==> config.mk <==
export PLATFORM = sky130hd
export DESIGN_NAME = ibuf_top
export DESIGN_NICKNAME = d
export VERILOG_FILES = /design/src/ibuf_pkg.sv /design/src/ibuf_extract.sv /design/src/ibuf_latch.sv /design/src/ibuf_top.sv /design/src/line_fetcher.sv
export SDC_FILE = /design/constraint.sdc
export NUM_CORES = 1
export LEC_CHECK = 0
export BUFFER_PORTS_ARGS = -buffer_cell sky130_fd_sc_hd__buf_2
export CORE_UTILIZATION = 37
export DETAILED_ROUTE_END_ITERATION = 16
export PLACE_DENSITY_LB_ADDON = 0.1
export SLEW_MARGIN = 20
export SYNTH_ARGS = -nofsm -noshare
export SYNTH_HDL_FRONTEND = slang
export SYNTH_SLANG_ARGS = --single-unit
export TNS_END_PERCENT = 5
==> constraint.sdc <==
create_clock -name clk -period 23.5 [get_ports clk]
set_input_delay 3.525 -clock clk [delete_from_list [all_inputs] [get_ports clk]]
set_output_delay 3.525 -clock clk [all_outputs]
set_load 0.03 [all_outputs]
==> src/ibuf_pkg.sv <==
package ibuf_pkg;

    localparam int ADDR_W     = 32;
    localparam int LINE_BYTES = 16;
    localparam int LINE_W     = LINE_BYTES * 8;
    localparam int NUM_SLOTS  = 4;
    localparam int WIN_BYTES  = 8;
    localparam int LEN_W      = 4;

    // pointer fields, slot is address bits 5:4
    localparam int SLOT_W = 2;
    localparam int OFF_W  = 4;
    localparam int PTR_W  = SLOT_W + OFF_W;

    // one memory transaction returns an even/odd line pair
    localparam int PAIR_BYTES = 2 * LINE_BYTES;
    localparam logic [ADDR_W-1:0] PAIR_MASK = ~ADDR_W'(PAIR_BYTES - 1);

    localparam logic [ADDR_W-1:0] RESET_ADDR = '0;

    // four-phase handshake states, shared by fetcher and extractor
    localparam logic [1:0] ST_IDLE    = 2'd0;
    localparam logic [1:0] ST_WAIT_HI = 2'd1; // req up, waiting for ack
    localparam logic [1:0] ST_WAIT_LO = 2'd2; // req down, waiting for ack to drop

    // low 6 bits of the decode address
    typedef union packed {
        logic [PTR_W-1:0] flat;
        struct packed {
            logic [SLOT_W-1:0] slot;
            logic [OFF_W-1:0]  offset;
        } f;
    } ibuf_ptr_u;

endpackage

==> src/ibuf_extract.sv <==
`timescale 1ns/1ps

module ibuf_extract (
    input  logic                                    clk,
    input  logic                                    rst_i,
    input  logic                                    redirect_i,
    input  logic [ibuf_pkg::ADDR_W-1:0]             redirect_addr_i,
    input  logic [ibuf_pkg::NUM_SLOTS-1:0]          slot_valid_i,
    input  logic [ibuf_pkg::NUM_SLOTS*ibuf_pkg::LINE_W-1:0] slot_data_i,
    input  logic                                    dec_ack_i,
    input  logic [ibuf_pkg::LEN_W-1:0]              dec_len_i,
    output logic                                    dec_req_o,
    output logic [ibuf_pkg::ADDR_W-1:0]             dec_addr_o,
    output logic [ibuf_pkg::WIN_BYTES*8-1:0]        dec_bytes_o,
    output logic                                    advance_o,
    output ibuf_pkg::ibuf_ptr_u                     old_ptr_o,
    output ibuf_pkg::ibuf_ptr_u                     new_ptr_o
);

    logic [1:0]                       state_q;
    logic [ibuf_pkg::ADDR_W-1:0]      dec_addr_q;
    logic                             advance_q;
    ibuf_pkg::ibuf_ptr_u              old_ptr_q;
    ibuf_pkg::ibuf_ptr_u              new_ptr_q;
    ibuf_pkg::ibuf_ptr_u              ptr;
    logic [ibuf_pkg::SLOT_W-1:0]      nxt_slot;
    logic                             crosses;
    logic                             ready;
    logic [2*ibuf_pkg::LINE_W-1:0]    pair_bytes;
    logic [2*ibuf_pkg::LINE_W-1:0]    shifted;

    assign ptr.flat = dec_addr_q[ibuf_pkg::PTR_W-1:0];
    assign nxt_slot = ptr.f.slot + 1'b1; // slot 11 wraps to 00

    // last window byte sits in the next slot
    assign crosses = ptr.f.offset > ibuf_pkg::OFF_W'(ibuf_pkg::LINE_BYTES - ibuf_pkg::WIN_BYTES);
    assign ready   = slot_valid_i[ptr.f.slot] && (!crosses || slot_valid_i[nxt_slot]);

    assign pair_bytes = {slot_data_i[nxt_slot*ibuf_pkg::LINE_W +: ibuf_pkg::LINE_W],
                         slot_data_i[ptr.f.slot*ibuf_pkg::LINE_W +: ibuf_pkg::LINE_W]};
    assign shifted     = pair_bytes >> {ptr.f.offset, 3'b000};
    assign dec_bytes_o = shifted[ibuf_pkg::WIN_BYTES*8-1:0];

    always_ff @(posedge clk) begin
        if (rst_i) begin
            state_q    <= ibuf_pkg::ST_IDLE;
            dec_addr_q <= ibuf_pkg::RESET_ADDR;
            advance_q  <= 1'b0;
        end else begin
            advance_q <= 1'b0;
            case (state_q)
                ibuf_pkg::ST_IDLE: begin
                    if (ready && !redirect_i) begin
                        state_q <= ibuf_pkg::ST_WAIT_HI;
                    end
                end
                ibuf_pkg::ST_WAIT_HI: begin
                    if (dec_ack_i) begin
                        state_q    <= ibuf_pkg::ST_WAIT_LO;
                        dec_addr_q <= dec_addr_q + ibuf_pkg::ADDR_W'(dec_len_i);
                        advance_q  <= 1'b1;
                    end
                end
                ibuf_pkg::ST_WAIT_LO: begin
                    if (!dec_ack_i) begin
                        state_q <= ibuf_pkg::ST_IDLE;
                    end
                end
                default: state_q <= ibuf_pkg::ST_IDLE;
            endcase
            if (redirect_i) begin
                dec_addr_q <= redirect_addr_i;
            end
        end
    end

    // pointer pair for the latch, only meaningful with advance_o
    always_ff @(posedge clk) begin
        if ((state_q == ibuf_pkg::ST_WAIT_HI) && dec_ack_i) begin
            old_ptr_q      <= ptr;
            new_ptr_q.flat <= ptr.flat + ibuf_pkg::PTR_W'(dec_len_i);
        end
    end

    assign dec_req_o  = (state_q == ibuf_pkg::ST_WAIT_HI);
    assign dec_addr_o = dec_addr_q;
    assign advance_o  = advance_q;
    assign old_ptr_o  = old_ptr_q;
    assign new_ptr_o  = new_ptr_q;

endmodule

==> src/ibuf_latch.sv <==
`timescale 1ns/1ps

module ibuf_latch (
    input  logic                                    clk,
    input  logic                                    rst_i,
    input  logic                                    redirect_i,
    input  logic                                    wr_even_i,
    input  logic                                    wr_odd_i,
    input  logic                                    pair_hi_i,
    input  logic [ibuf_pkg::LINE_W-1:0]             line_even_i,
    input  logic [ibuf_pkg::LINE_W-1:0]             line_odd_i,
    input  logic                                    advance_i,
    input  ibuf_pkg::ibuf_ptr_u                     old_ptr_i,
    input  ibuf_pkg::ibuf_ptr_u                     new_ptr_i,
    output logic [ibuf_pkg::NUM_SLOTS-1:0]          slot_valid_o,
    output logic [ibuf_pkg::NUM_SLOTS*ibuf_pkg::LINE_W-1:0] slot_data_o
);

    logic [ibuf_pkg::LINE_W-1:0]    slot_q [ibuf_pkg::NUM_SLOTS];
    logic [ibuf_pkg::NUM_SLOTS-1:0] valid_q;
    logic [ibuf_pkg::NUM_SLOTS-1:0] ld;
    logic [ibuf_pkg::NUM_SLOTS-1:0] inv;
    logic                           crossed;

    // offset wrapped around, so the pointer left the old slot
    assign crossed = advance_i && (new_ptr_i.f.offset < old_ptr_i.f.offset);

    always_comb begin
        for (int k = 0; k < ibuf_pkg::NUM_SLOTS; k++) begin
            // even strobe goes to 00/10, odd to 01/11, never over a live line
            ld[k]  = !valid_q[k] && (pair_hi_i == k[1])
                  && (k[0] ? wr_odd_i : wr_even_i);
            inv[k] = crossed && (old_ptr_i.f.slot == ibuf_pkg::SLOT_W'(k));
        end
    end

    always_ff @(posedge clk) begin
        if (rst_i) begin
            valid_q <= '0;
        end else if (redirect_i) begin
            valid_q <= '0; // wins over a load in the same cycle
        end else begin
            for (int k = 0; k < ibuf_pkg::NUM_SLOTS; k++) begin
                if (ld[k]) begin
                    valid_q[k] <= 1'b1;
                end else if (inv[k]) begin
                    valid_q[k] <= 1'b0;
                end
            end
        end
    end

    always_ff @(posedge clk) begin
        for (int k = 0; k < ibuf_pkg::NUM_SLOTS; k++) begin
            if (ld[k]) begin
                slot_q[k] <= k[0] ? line_odd_i : line_even_i;
            end
        end
    end

    always_comb begin
        for (int k = 0; k < ibuf_pkg::NUM_SLOTS; k++) begin
            slot_data_o[k*ibuf_pkg::LINE_W +: ibuf_pkg::LINE_W] = slot_q[k];
        end
    end

    assign slot_valid_o = valid_q;

endmodule

==> src/ibuf_top.sv <==
`timescale 1ns/1ps

module ibuf_top (
    input  logic                              clk,
    input  logic                              rst_i,
    input  logic                              redirect_i,
    input  logic [ibuf_pkg::ADDR_W-1:0]       redirect_addr_i,
    output logic                              mem_req_o,
    output logic [ibuf_pkg::ADDR_W-1:0]       mem_addr_o,
    input  logic                              mem_ack_i,
    input  logic [ibuf_pkg::LINE_W-1:0]       mem_line_even_i,
    input  logic [ibuf_pkg::LINE_W-1:0]       mem_line_odd_i,
    output logic                              dec_req_o,
    output logic [ibuf_pkg::ADDR_W-1:0]       dec_addr_o,
    output logic [ibuf_pkg::WIN_BYTES*8-1:0]  dec_bytes_o,
    input  logic                              dec_ack_i,
    input  logic [ibuf_pkg::LEN_W-1:0]        dec_len_i,
    output logic [ibuf_pkg::NUM_SLOTS-1:0]    slot_valid_o
);

    logic                                             wr_even;
    logic                                             wr_odd;
    logic                                             pair_hi;
    logic [ibuf_pkg::LINE_W-1:0]                      line_even;
    logic [ibuf_pkg::LINE_W-1:0]                      line_odd;
    logic [ibuf_pkg::NUM_SLOTS-1:0]                   slot_valid;
    logic [ibuf_pkg::NUM_SLOTS*ibuf_pkg::LINE_W-1:0]  slot_data;
    logic                                             advance;
    ibuf_pkg::ibuf_ptr_u                              old_ptr;
    ibuf_pkg::ibuf_ptr_u                              new_ptr;

    line_fetcher line_fetcher_i (
        .clk             (clk),
        .rst_i           (rst_i),
        .redirect_i      (redirect_i),
        .redirect_addr_i (redirect_addr_i),
        .slot_valid_i    (slot_valid),
        .mem_ack_i       (mem_ack_i),
        .mem_line_even_i (mem_line_even_i),
        .mem_line_odd_i  (mem_line_odd_i),
        .mem_req_o       (mem_req_o),
        .mem_addr_o      (mem_addr_o),
        .wr_even_o       (wr_even),
        .wr_odd_o        (wr_odd),
        .pair_hi_o       (pair_hi),
        .line_even_o     (line_even),
        .line_odd_o      (line_odd)
    );

    ibuf_latch ibuf_latch_i (
        .clk          (clk),
        .rst_i        (rst_i),
        .redirect_i   (redirect_i),
        .wr_even_i    (wr_even),
        .wr_odd_i     (wr_odd),
        .pair_hi_i    (pair_hi),
        .line_even_i  (line_even),
        .line_odd_i   (line_odd),
        .advance_i    (advance),
        .old_ptr_i    (old_ptr),
        .new_ptr_i    (new_ptr),
        .slot_valid_o (slot_valid),
        .slot_data_o  (slot_data)
    );

    ibuf_extract ibuf_extract_i (
        .clk             (clk),
        .rst_i           (rst_i),
        .redirect_i      (redirect_i),
        .redirect_addr_i (redirect_addr_i),
        .slot_valid_i    (slot_valid),
        .slot_data_i     (slot_data),
        .dec_ack_i       (dec_ack_i),
        .dec_len_i       (dec_len_i),
        .dec_req_o       (dec_req_o),
        .dec_addr_o      (dec_addr_o),
        .dec_bytes_o     (dec_bytes_o),
        .advance_o       (advance),
        .old_ptr_o       (old_ptr),
        .new_ptr_o       (new_ptr)
    );

    assign slot_valid_o = slot_valid;

endmodule

==> src/line_fetcher.sv <==
`timescale 1ns/1ps

module line_fetcher (
    input  logic                           clk,
    input  logic                           rst_i,
    input  logic                           redirect_i,
    input  logic [ibuf_pkg::ADDR_W-1:0]    redirect_addr_i,
    input  logic [ibuf_pkg::NUM_SLOTS-1:0] slot_valid_i,
    input  logic                           mem_ack_i,
    input  logic [ibuf_pkg::LINE_W-1:0]    mem_line_even_i,
    input  logic [ibuf_pkg::LINE_W-1:0]    mem_line_odd_i,
    output logic                           mem_req_o,
    output logic [ibuf_pkg::ADDR_W-1:0]    mem_addr_o,
    output logic                           wr_even_o,
    output logic                           wr_odd_o,
    output logic                           pair_hi_o,
    output logic [ibuf_pkg::LINE_W-1:0]    line_even_o,
    output logic [ibuf_pkg::LINE_W-1:0]    line_odd_o
);

    logic [1:0]                  state_q;
    logic [ibuf_pkg::ADDR_W-1:0] fetch_addr_q; // next pair to fetch, 32-byte aligned
    logic [ibuf_pkg::ADDR_W-1:0] req_addr_q;   // held while req is up
    logic                        skip_even_q;
    logic                        discard_q;
    logic                        wr_even_q;
    logic                        wr_odd_q;
    logic [ibuf_pkg::LINE_W-1:0] line_even_q;
    logic [ibuf_pkg::LINE_W-1:0] line_odd_q;
    logic                        room;
    logic                        ack_seen;

    // address bit 5 picks slots 00/01 or 10/11
    assign room = !slot_valid_i[{fetch_addr_q[5], 1'b1}]
               && (skip_even_q || !slot_valid_i[{fetch_addr_q[5], 1'b0}]);

    assign ack_seen = (state_q == ibuf_pkg::ST_WAIT_HI) && mem_ack_i;

    always_ff @(posedge clk) begin
        if (rst_i) begin
            state_q      <= ibuf_pkg::ST_IDLE;
            fetch_addr_q <= ibuf_pkg::RESET_ADDR & ibuf_pkg::PAIR_MASK;
            req_addr_q   <= ibuf_pkg::RESET_ADDR & ibuf_pkg::PAIR_MASK;
            skip_even_q  <= ibuf_pkg::RESET_ADDR[4];
            discard_q    <= 1'b0;
            wr_even_q    <= 1'b0;
            wr_odd_q     <= 1'b0;
        end else begin
            wr_even_q <= 1'b0;
            wr_odd_q  <= 1'b0;
            case (state_q)
                ibuf_pkg::ST_IDLE: begin
                    if (room && !redirect_i) begin
                        state_q    <= ibuf_pkg::ST_WAIT_HI;
                        req_addr_q <= fetch_addr_q;
                    end
                end
                ibuf_pkg::ST_WAIT_HI: begin
                    if (mem_ack_i) begin
                        state_q   <= ibuf_pkg::ST_WAIT_LO;
                        wr_even_q <= !discard_q && !redirect_i && !skip_even_q;
                        wr_odd_q  <= !discard_q && !redirect_i;
                    end
                end
                ibuf_pkg::ST_WAIT_LO: begin
                    if (!mem_ack_i) begin
                        state_q   <= ibuf_pkg::ST_IDLE;
                        discard_q <= 1'b0;
                        if (!discard_q) begin // a discarded pair leaves the new address alone
                            fetch_addr_q <= fetch_addr_q + ibuf_pkg::ADDR_W'(ibuf_pkg::PAIR_BYTES);
                            skip_even_q  <= 1'b0;
                        end
                    end
                end
                default: state_q <= ibuf_pkg::ST_IDLE;
            endcase
            if (redirect_i) begin
                fetch_addr_q <= redirect_addr_i & ibuf_pkg::PAIR_MASK;
                skip_even_q  <= redirect_addr_i[4];
                // transaction still open, let it finish without writing
                discard_q    <= (state_q == ibuf_pkg::ST_WAIT_HI)
                             || ((state_q == ibuf_pkg::ST_WAIT_LO) && mem_ack_i);
            end
        end
    end

    always_ff @(posedge clk) begin
        if (ack_seen) begin
            line_even_q <= mem_line_even_i;
            line_odd_q  <= mem_line_odd_i;
        end
    end

    assign mem_req_o   = (state_q == ibuf_pkg::ST_WAIT_HI);
    assign mem_addr_o  = req_addr_q;
    assign wr_even_o   = wr_even_q;
    assign wr_odd_o    = wr_odd_q;
    assign pair_hi_o   = req_addr_q[5];
    assign line_even_o = line_even_q;
    assign line_odd_o  = line_odd_q;

endmodule

==> results of run 1 <==
-- worst max-delay path by stage --
stage          depth (start not counted)                             endpoint
2_1_floorplan                          1  ibuf_latch_i.slot_q[1][0]$_DFFE_PP_
3_3_place_gp                           8                      dec_bytes_o[10]
3_5_place_dp                           8                      dec_bytes_o[10]
4_1_cts                                8                      dec_bytes_o[10]
5_1_grt                                8                      dec_bytes_o[42]
6_report                               8                      dec_bytes_o[46]
-- power groups by stage --
stage / clock network [mW] / logic (mW) / registers [mW]
after floorplan: 0 / 0.283 / 1.79
after global placement: 0 / 0.481 / 1.79
after detailed placement: 0 / 0.482 / 1.79
after CTS: 1.50 / 0.484 / 1.76
after global routing: 1.55 / 0.509 / 1.76
final: 1.46 / 0.486 / 1.76
-- Yosys cell counts (all sizes together), types with 8 or more instances --
library cell / count / area share, %
o21a: 11 / 0.21
a22o: 18 / 0.40
o221ai: 15 / 0.33
o22ai: 34 / 0.54
inv: 48 / 0.46
o32ai: 8 / 0.18
and2: 12 / 0.19
xor2: 11 / 0.25
nor2: 113 / 1.1
nor4: 23 / 0.37
a21o: 9 / 0.17
nand2: 210 / 2.0
edfxtp: 778 / 59
o22a: 12 / 0.27
a21boi: 29 / 0.55
clkbuf: 87 / 0.83
and3: 12 / 0.19
xnor2: 24 / 0.54
mux2i: 175 / 4.5
nor3: 37 / 0.47
a211oi: 24 / 0.46
nand4: 16 / 0.25
o211ai: 23 / 0.44
o21ai: 67 / 0.85
a221oi: 15 / 0.37
mux2: 45 / 1.3
nor2b: 13 / 0.21
buf: 94 / 1.6
a311oi: 8 / 0.18
a22oi: 45 / 0.86
nand2b: 13 / 0.21
a222oi: 8 / 0.20
nand3: 36 / 0.46
or2: 10 / 0.16
dfxtp: 99 / 5.0
o31a: 29 / 0.65
ha: 9 / 0.29
a21oi: 94 / 1.2
and4: 9 / 0.20
mux4: 185 / 11
-- metrics by stage --
stage               util (%)  instances  hold slack [ns]
CTS                     43.5       4443            0.436
finish                  43.5       4444            0.441
global route            43.5       4443            0.447
global placement        40.6       4267            0.427
detailed placement      40.6       4267            0.431
floorplan                  -       2582            0.421
-- critical path: stages, from the launching register on --
cell      delay (ns)
dfxtp_4         0.77
ha_4            0.71
buf_4           0.78
mux4_2          0.43
mux2i_1         0.13
nor2_1          0.13
a211oi_1        0.06
a211oi_1        0.98
buf_2           0.36
-- flip-flops by register name, summed over array words and instances (netlist names) --
name	count
line_fetcher_i.fetch_addr_q	27
line_fetcher_i.line_even_o	128
ibuf_extract_i.advance_o	1
ibuf_extract_i.old_ptr_o	6
line_fetcher_i.wr_odd_o	1
ibuf_latch_i.slot_valid_o	4
line_fetcher_i.skip_even_q	1
line_fetcher_i.wr_even_o	1
line_fetcher_i.state_q	2
ibuf_extract_i.dec_addr_o	32
ibuf_extract_i.new_ptr_o	4
line_fetcher_i.line_odd_o	128
ibuf_latch_i.slot_q	512
line_fetcher_i.discard_q	1
ibuf_extract_i.state_q	2
line_fetcher_i.mem_addr_o	27
-- cell families (layout without fill, tap and decap cells) --
group	after synthesis	count (layout)	share of synthesized area, %
flip-flops	877	877	64.5
AND/OR/NAND/NOR	528	528	6.28
AO/OA/AOI/OAI	492	492	8.81
multiplexers	405	405	16.4
buffers and inverters	230	700	2.86
XOR/XNOR	35	35	0.780
adder cells (fa/ha/maj)	10	10	0.338
other	1	6	0.00955
-- metal layers --
layer | track usage (%) | vias to the layer above | wire, um
met3 | 5.39 | 207 | 10100
met2 | 40.4 | 1166 | 64300
met4 | 7.70 | 5 | 4340
met1 | 35.2 | 13163 | 59800
li1 | - | 11108 | -
met5 | 0.577 | - | 99
-- layout make-up --
class                   count  area, um^2
flip-flops and latches    877       25400
clock buffers             118        2560
multi-input cells        1475       12900
repair buffers            475        2540
inverters                  49         194
diodes                      1        2.50
fillers                  9502       59500
clock inverters            58         490
well taps                1391        1740
==> impl_metrics.toml, run 1 <==
[critical_path]
r2r_end = "ibuf_extract_i.dec_addr_o[30]$_SDFFE_PP0P_"
r2r_slack_ns = 19.78
timing.critical_path.to_type = "output port"
r2r_start = "ibuf_extract_i.dec_addr_o[0]$_SDFFE_PP0P_"
critical_path.startpoint = "ibuf_extract_i.dec_addr_o[4]$_SDFFE_PP0P_"
critical_path.startpoint_type = "register"
ff2ff_path_depth = 8
path_class = "register to output port"
cp_max_fo = 39
worstPathArrival_ns = 5.14
worst_ep_required_time_ns = 19.98

[clock_network]
clk_transition_reported_paths_ns = 0.06
clk_path_buf_depth = 3
postCtsResizedCells = 0
numCtsBuffers = 97
numClockSinks = 877
post-cts-setup-buffer-count = 0
h_tree_depth_reported_by_cts = 3
cts_hold_buf = 0
tritoncts_clock_tree = "built"
worst_skew_pair.late_latency_ns = 0.69
cts.root.buffer_cell = "clkbuf_16"

[cells_and_area]
area.growth.synth_to_final_pct = 16.6
final_cell_mix = "edfxtp_1, buf_2, nand2_1"
design.final.nets = 3282
mostFrequentLayoutCell = "edfxtp_1"
drive_gt1_share_pct = 28.9
post-route-cell-area_mm2 = 0.0458

[die]
coreArea_mm2 = 0.105
num_io_pins = 431
floorplan.die.height_um = 328
fp-row-count = 119
start_util_pct = 37.3
fp.dieArea_mm2 = 0.107
die-width_um = 328

[routing]
drt_iter0_drc = 2471
dr_total_vias = 25649
routedWlPerCell_um = 31.2
antenna_left = 0
routed_via_density = 5.77
routed_wirelength_um = 139000
drt_pre_antenna_iters = 8
drc_errors = 0

[sta]
finalHoldViolations = 0
setup_viol = 0
grt_setup_unrepaired = "no"
fmax_mhz = 115
fin_tns_setup_ns = 0
report.final.slew_viol_count = 0
final.setup_skew_ns = 0.0295
finalWorstSetupSlack_ns = 14.84
slew-limit-headroom_pct = 20.3
final.period_utilization_pct = 36.9
min_period_ns = 8.67
tightestPinTransition_ns = 1.19

[yosys]
syn_area_mm2 = 0.0393
yosysSeqAreaShare_pct = 64.5
synth.lib_cells_used.distinct = 83
synth_top_flop_cell = "edfxtp_1"
ys_async_sr_fraction_pct = 0
synth_cells = 2578
synth-edff-count = 778
syn_area_per_cell_um2 = 15.2
yosys_warnings = 0
synth-seq-cells = 877

[power]
pwr-share-seq_pct = 47.5
p_switching_uw = 977
leak_pwr_nw = 15.9
power_density_mw_per_mm2 = 80.8
internal_power_mw = 2.72
ir_worst_vdd_uv = 74.3
power_frac_clock_pct = 39.3
netSwitchingFraction_pct = 26.4
combPwrFrac_pct = 13.1
total_power_mw = 3.70

[global_route]
groute.usage.overall_pct = 25.5
grt_max_degree = 129
first_pass_grt_wire_length_um = 194000
grt_antenna_before_repair = 9
via_count_of_the_first_global_routing_pass = 25681
overflow = 0

[min_path]
hold_start = "line_fetcher_i.line_odd_o[84]$_DFFE_PP_"
min_path_cells = 0
path_class_of_the_lowest_slack_min_delay_path = "register to register"
whs_endpoint = "ibuf_latch_i.slot_q[1][84]$_DFFE_PP_"

[place]
gp_congestion = 0.945
placed_cell_area_mm2 = 0.0428
port-buffer-count = 425
post_place_worst_slack_ns = 15.56
hpwlAfterDp_um = 98200

[run]
max-cap-violations = 0

[outcome]
status = "finished, final reports clean"
Power figures use the tool's default switching activity.
==> run 2, diff against run 1 <==
Clock period 23.5 ns to 9.1 ns, I/O delays scaled along.
==> run 2 against run 1 <==
Effect of this change: setup slack worse by 12 ns; wire length grew 1.2%; register-to-register slack lost 14 ns; final cell count barely moved; final area is 0.51% higher; non-clock buffer count is 1 higher; critical path type unchanged.
==> impl_metrics.toml, run 2 (synthesized netlist as in run 1, its figures left out) <==
[routing]
routed_wirelength_um = 140000
dr_total_vias = 25938
drt_iter0_drc = 2999
routedWlPerCell_um = 31.6
routed_via_density = 5.83
antenna_left = 0
drc_errors = 0
drt_pre_antenna_iters = 8

[critical_path]
cp_top_family = "buffers and inverters"
critical_path.startpoint_type = "register"
cp_num_buf_inv = 2
path_class = "register to output port"
crit_chain = "ha_4 -> buf_4 -> mux2i_1 -> mux4_2 -> a22oi_1 -> o211ai_1 -> o221ai_1 -> buf_2"
max_stage_delay_ns = 0.83
r2r_slack_ns = 5.41
timing.critical_path.to_type = "output port"
worst_ep_required_time_ns = 7.74
cp_slowest_cell = "dfxtp_4"
cp_max_fo = 43
r2r_start = "ibuf_extract_i.dec_addr_o[0]$_SDFFE_PP0P_"
ff2ff_path_depth = 8
r2r_end = "ibuf_extract_i.dec_addr_o[22]$_SDFFE_PP0P_"
worstPathArrival_ns = 5.05

[clock_network]
postCtsResizedCells = 0
numCtsBuffers = 95
post-cts-setup-buffer-count = 0
cts_hold_buf = 0
numClockSinks = 877
cts.root.buffer_cell = "clkbuf_16"
clk_transition_reported_paths_ns = 0.06
worst_skew_pair.late_latency_ns = 0.69
clk_path_buf_depth = 3
tritoncts_clock_tree = "built"
h_tree_depth_reported_by_cts = 3

[min_path]
whs_endpoint = "ibuf_latch_i.slot_q[3][46]$_DFFE_PP_"
min_path_cells = 0
path_class_of_the_lowest_slack_min_delay_path = "register to register"
hold_start = "line_fetcher_i.line_odd_o[46]$_DFFE_PP_"

[die]
num_io_pins = 431
start_util_pct = 37.3
coreArea_mm2 = 0.105
die-width_um = 328
floorplan.die.height_um = 328
fp.dieArea_mm2 = 0.107
fp-row-count = 119

[outcome]
status = "finished, final reports clean"

[global_route]
grt_max_degree = 130
grt.met3_usage_pct = 5.69
busiest_layer = "met2"
global_route.usage.met2_pct = 40.4
use_met1_pct = 35.8
overflow = 0
groute.usage.overall_pct = 25.9
via_count_of_the_first_global_routing_pass = 25993
first_pass_grt_wire_length_um = 197000
grt_antenna_before_repair = 9

[sta]
fmax_mhz = 156
min_period_ns = 6.42
finalWorstSetupSlack_ns = 2.68
final.setup_skew_ns = 0.0270
slew-limit-headroom_pct = 23.1
fin_tns_setup_ns = 0
grt_setup_unrepaired = "no"
tightestPinTransition_ns = 1.15
finalHoldViolations = 0
setup_viol = 0
final.period_utilization_pct = 70.5
report.final.slew_viol_count = 0

[power]
total_power_mw = 9.80
leak_pwr_nw = 16.0
ir_worst_vdd_uv = 177
netSwitchingFraction_pct = 26.1
power_density_mw_per_mm2 = 213
internal_power_mw = 7.24
pwr-share-seq_pct = 46.4
combPwrFrac_pct = 12.9
power_frac_clock_pct = 40.7
p_switching_mw = 2.55

[run]
max-cap-violations = 0

[cells_and_area]
design.final.nets = 3281
sequential_cell_area_mm2 = 0.0254
drive_gt1_share_pct = 29.5
largest_register_ff_count = 512
registers.top_by_ff_count = "ibuf_latch_i.slot_q"
mostFrequentLayoutCell = "edfxtp_1"
area.growth.synth_to_final_pct = 17.2
final_cell_mix = "edfxtp_1, buf_2, nand2_1"
multi_input_area_mm2 = 0.0129
fillers = 9447
final_util_pct = 43.7

[place]
post_place_worst_slack_ns = 3.40
port-buffer-count = 425
gp_congestion = 0.945
hpwlAfterDp_um = 98300
run 2: cell count changes in the layout (fill, tap and decap cells not counted), moves of 2 or more:
cell | previous run | this run
clkinv_1 | 25 | 13
clkinv_2 | 14 | 24
bufinv_16 | 6 | 13
clkbuf_1 | 16 | 10
clkinvlp_4 | 3 | 7
inv_6 | 7 | 5
run 2: layout make-up:
cell class | count | share of cell area [%]
Sequential cell | 877 | 55.1
Multi-Input combinational cell | 1475 | 28.1
Timing Repair Buffer | 476 | 5.60
Clock buffer | 112 | 5.53
Tap cell | 1391 | 3.78
Clock inverter | 65 | 1.51
Inverter | 49 | 0.421
Antenna cell | 1 | 0.00544
run 2: per-stage QoR:
step	hold WS, ns	cell area (um^2)	cells
final	0.440	46000	4446
after CTS	0.443	46000	4444
after floorplan	0.421	39300	2582
after global routing	0.448	46000	4445
after detailed placement	0.429	42800	4267
after global placement	0.426	42700	4266
run 2: worst max-delay path by stage:
| stage | startpoint | end | slack, ns | cells past startpoint |
|---|---|---|---|---|
| floorplan | ibuf_latch_i.slot_valid_o[1]$_SDFFE_PP0P_ | ibuf_latch_i.slot_q[1][0]$_DFFE_PP_ | -1.48 | 1 |
| global placement | ibuf_extract_i.dec_addr_o[4]$_SDFFE_PP0P_ | dec_bytes_o[16] | 3.52 | 8 |
| detailed placement | ibuf_extract_i.dec_addr_o[4]$_SDFFE_PP0P_ | dec_bytes_o[48] | 3.40 | 8 |
| CTS | ibuf_extract_i.dec_addr_o[4]$_SDFFE_PP0P_ | dec_bytes_o[48] | 2.66 | 8 |
| global route | ibuf_extract_i.dec_addr_o[4]$_SDFFE_PP0P_ | dec_bytes_o[48] | 2.47 | 8 |
| finish | ibuf_extract_i.dec_addr_o[4]$_SDFFE_PP0P_ | dec_bytes_o[48] | 2.68 | 8 |
run 2: metal layers:
layer  wire [um]  share of wire, %
met1       61200                44
met3       10100               7.2
met4        4470               3.2
met2       64600                46
met5          54             0.038
run 2: power groups by stage:
stage,combinational [mW],clock (mW),sequential [mW]
after floorplan,0.731,0,4.62
after global placement,1.25,0,4.62
after detailed placement,1.25,0,4.63
after CTS,1.25,4.09,4.54
after global routing,1.32,4.24,4.55
final,1.26,3.99,4.54
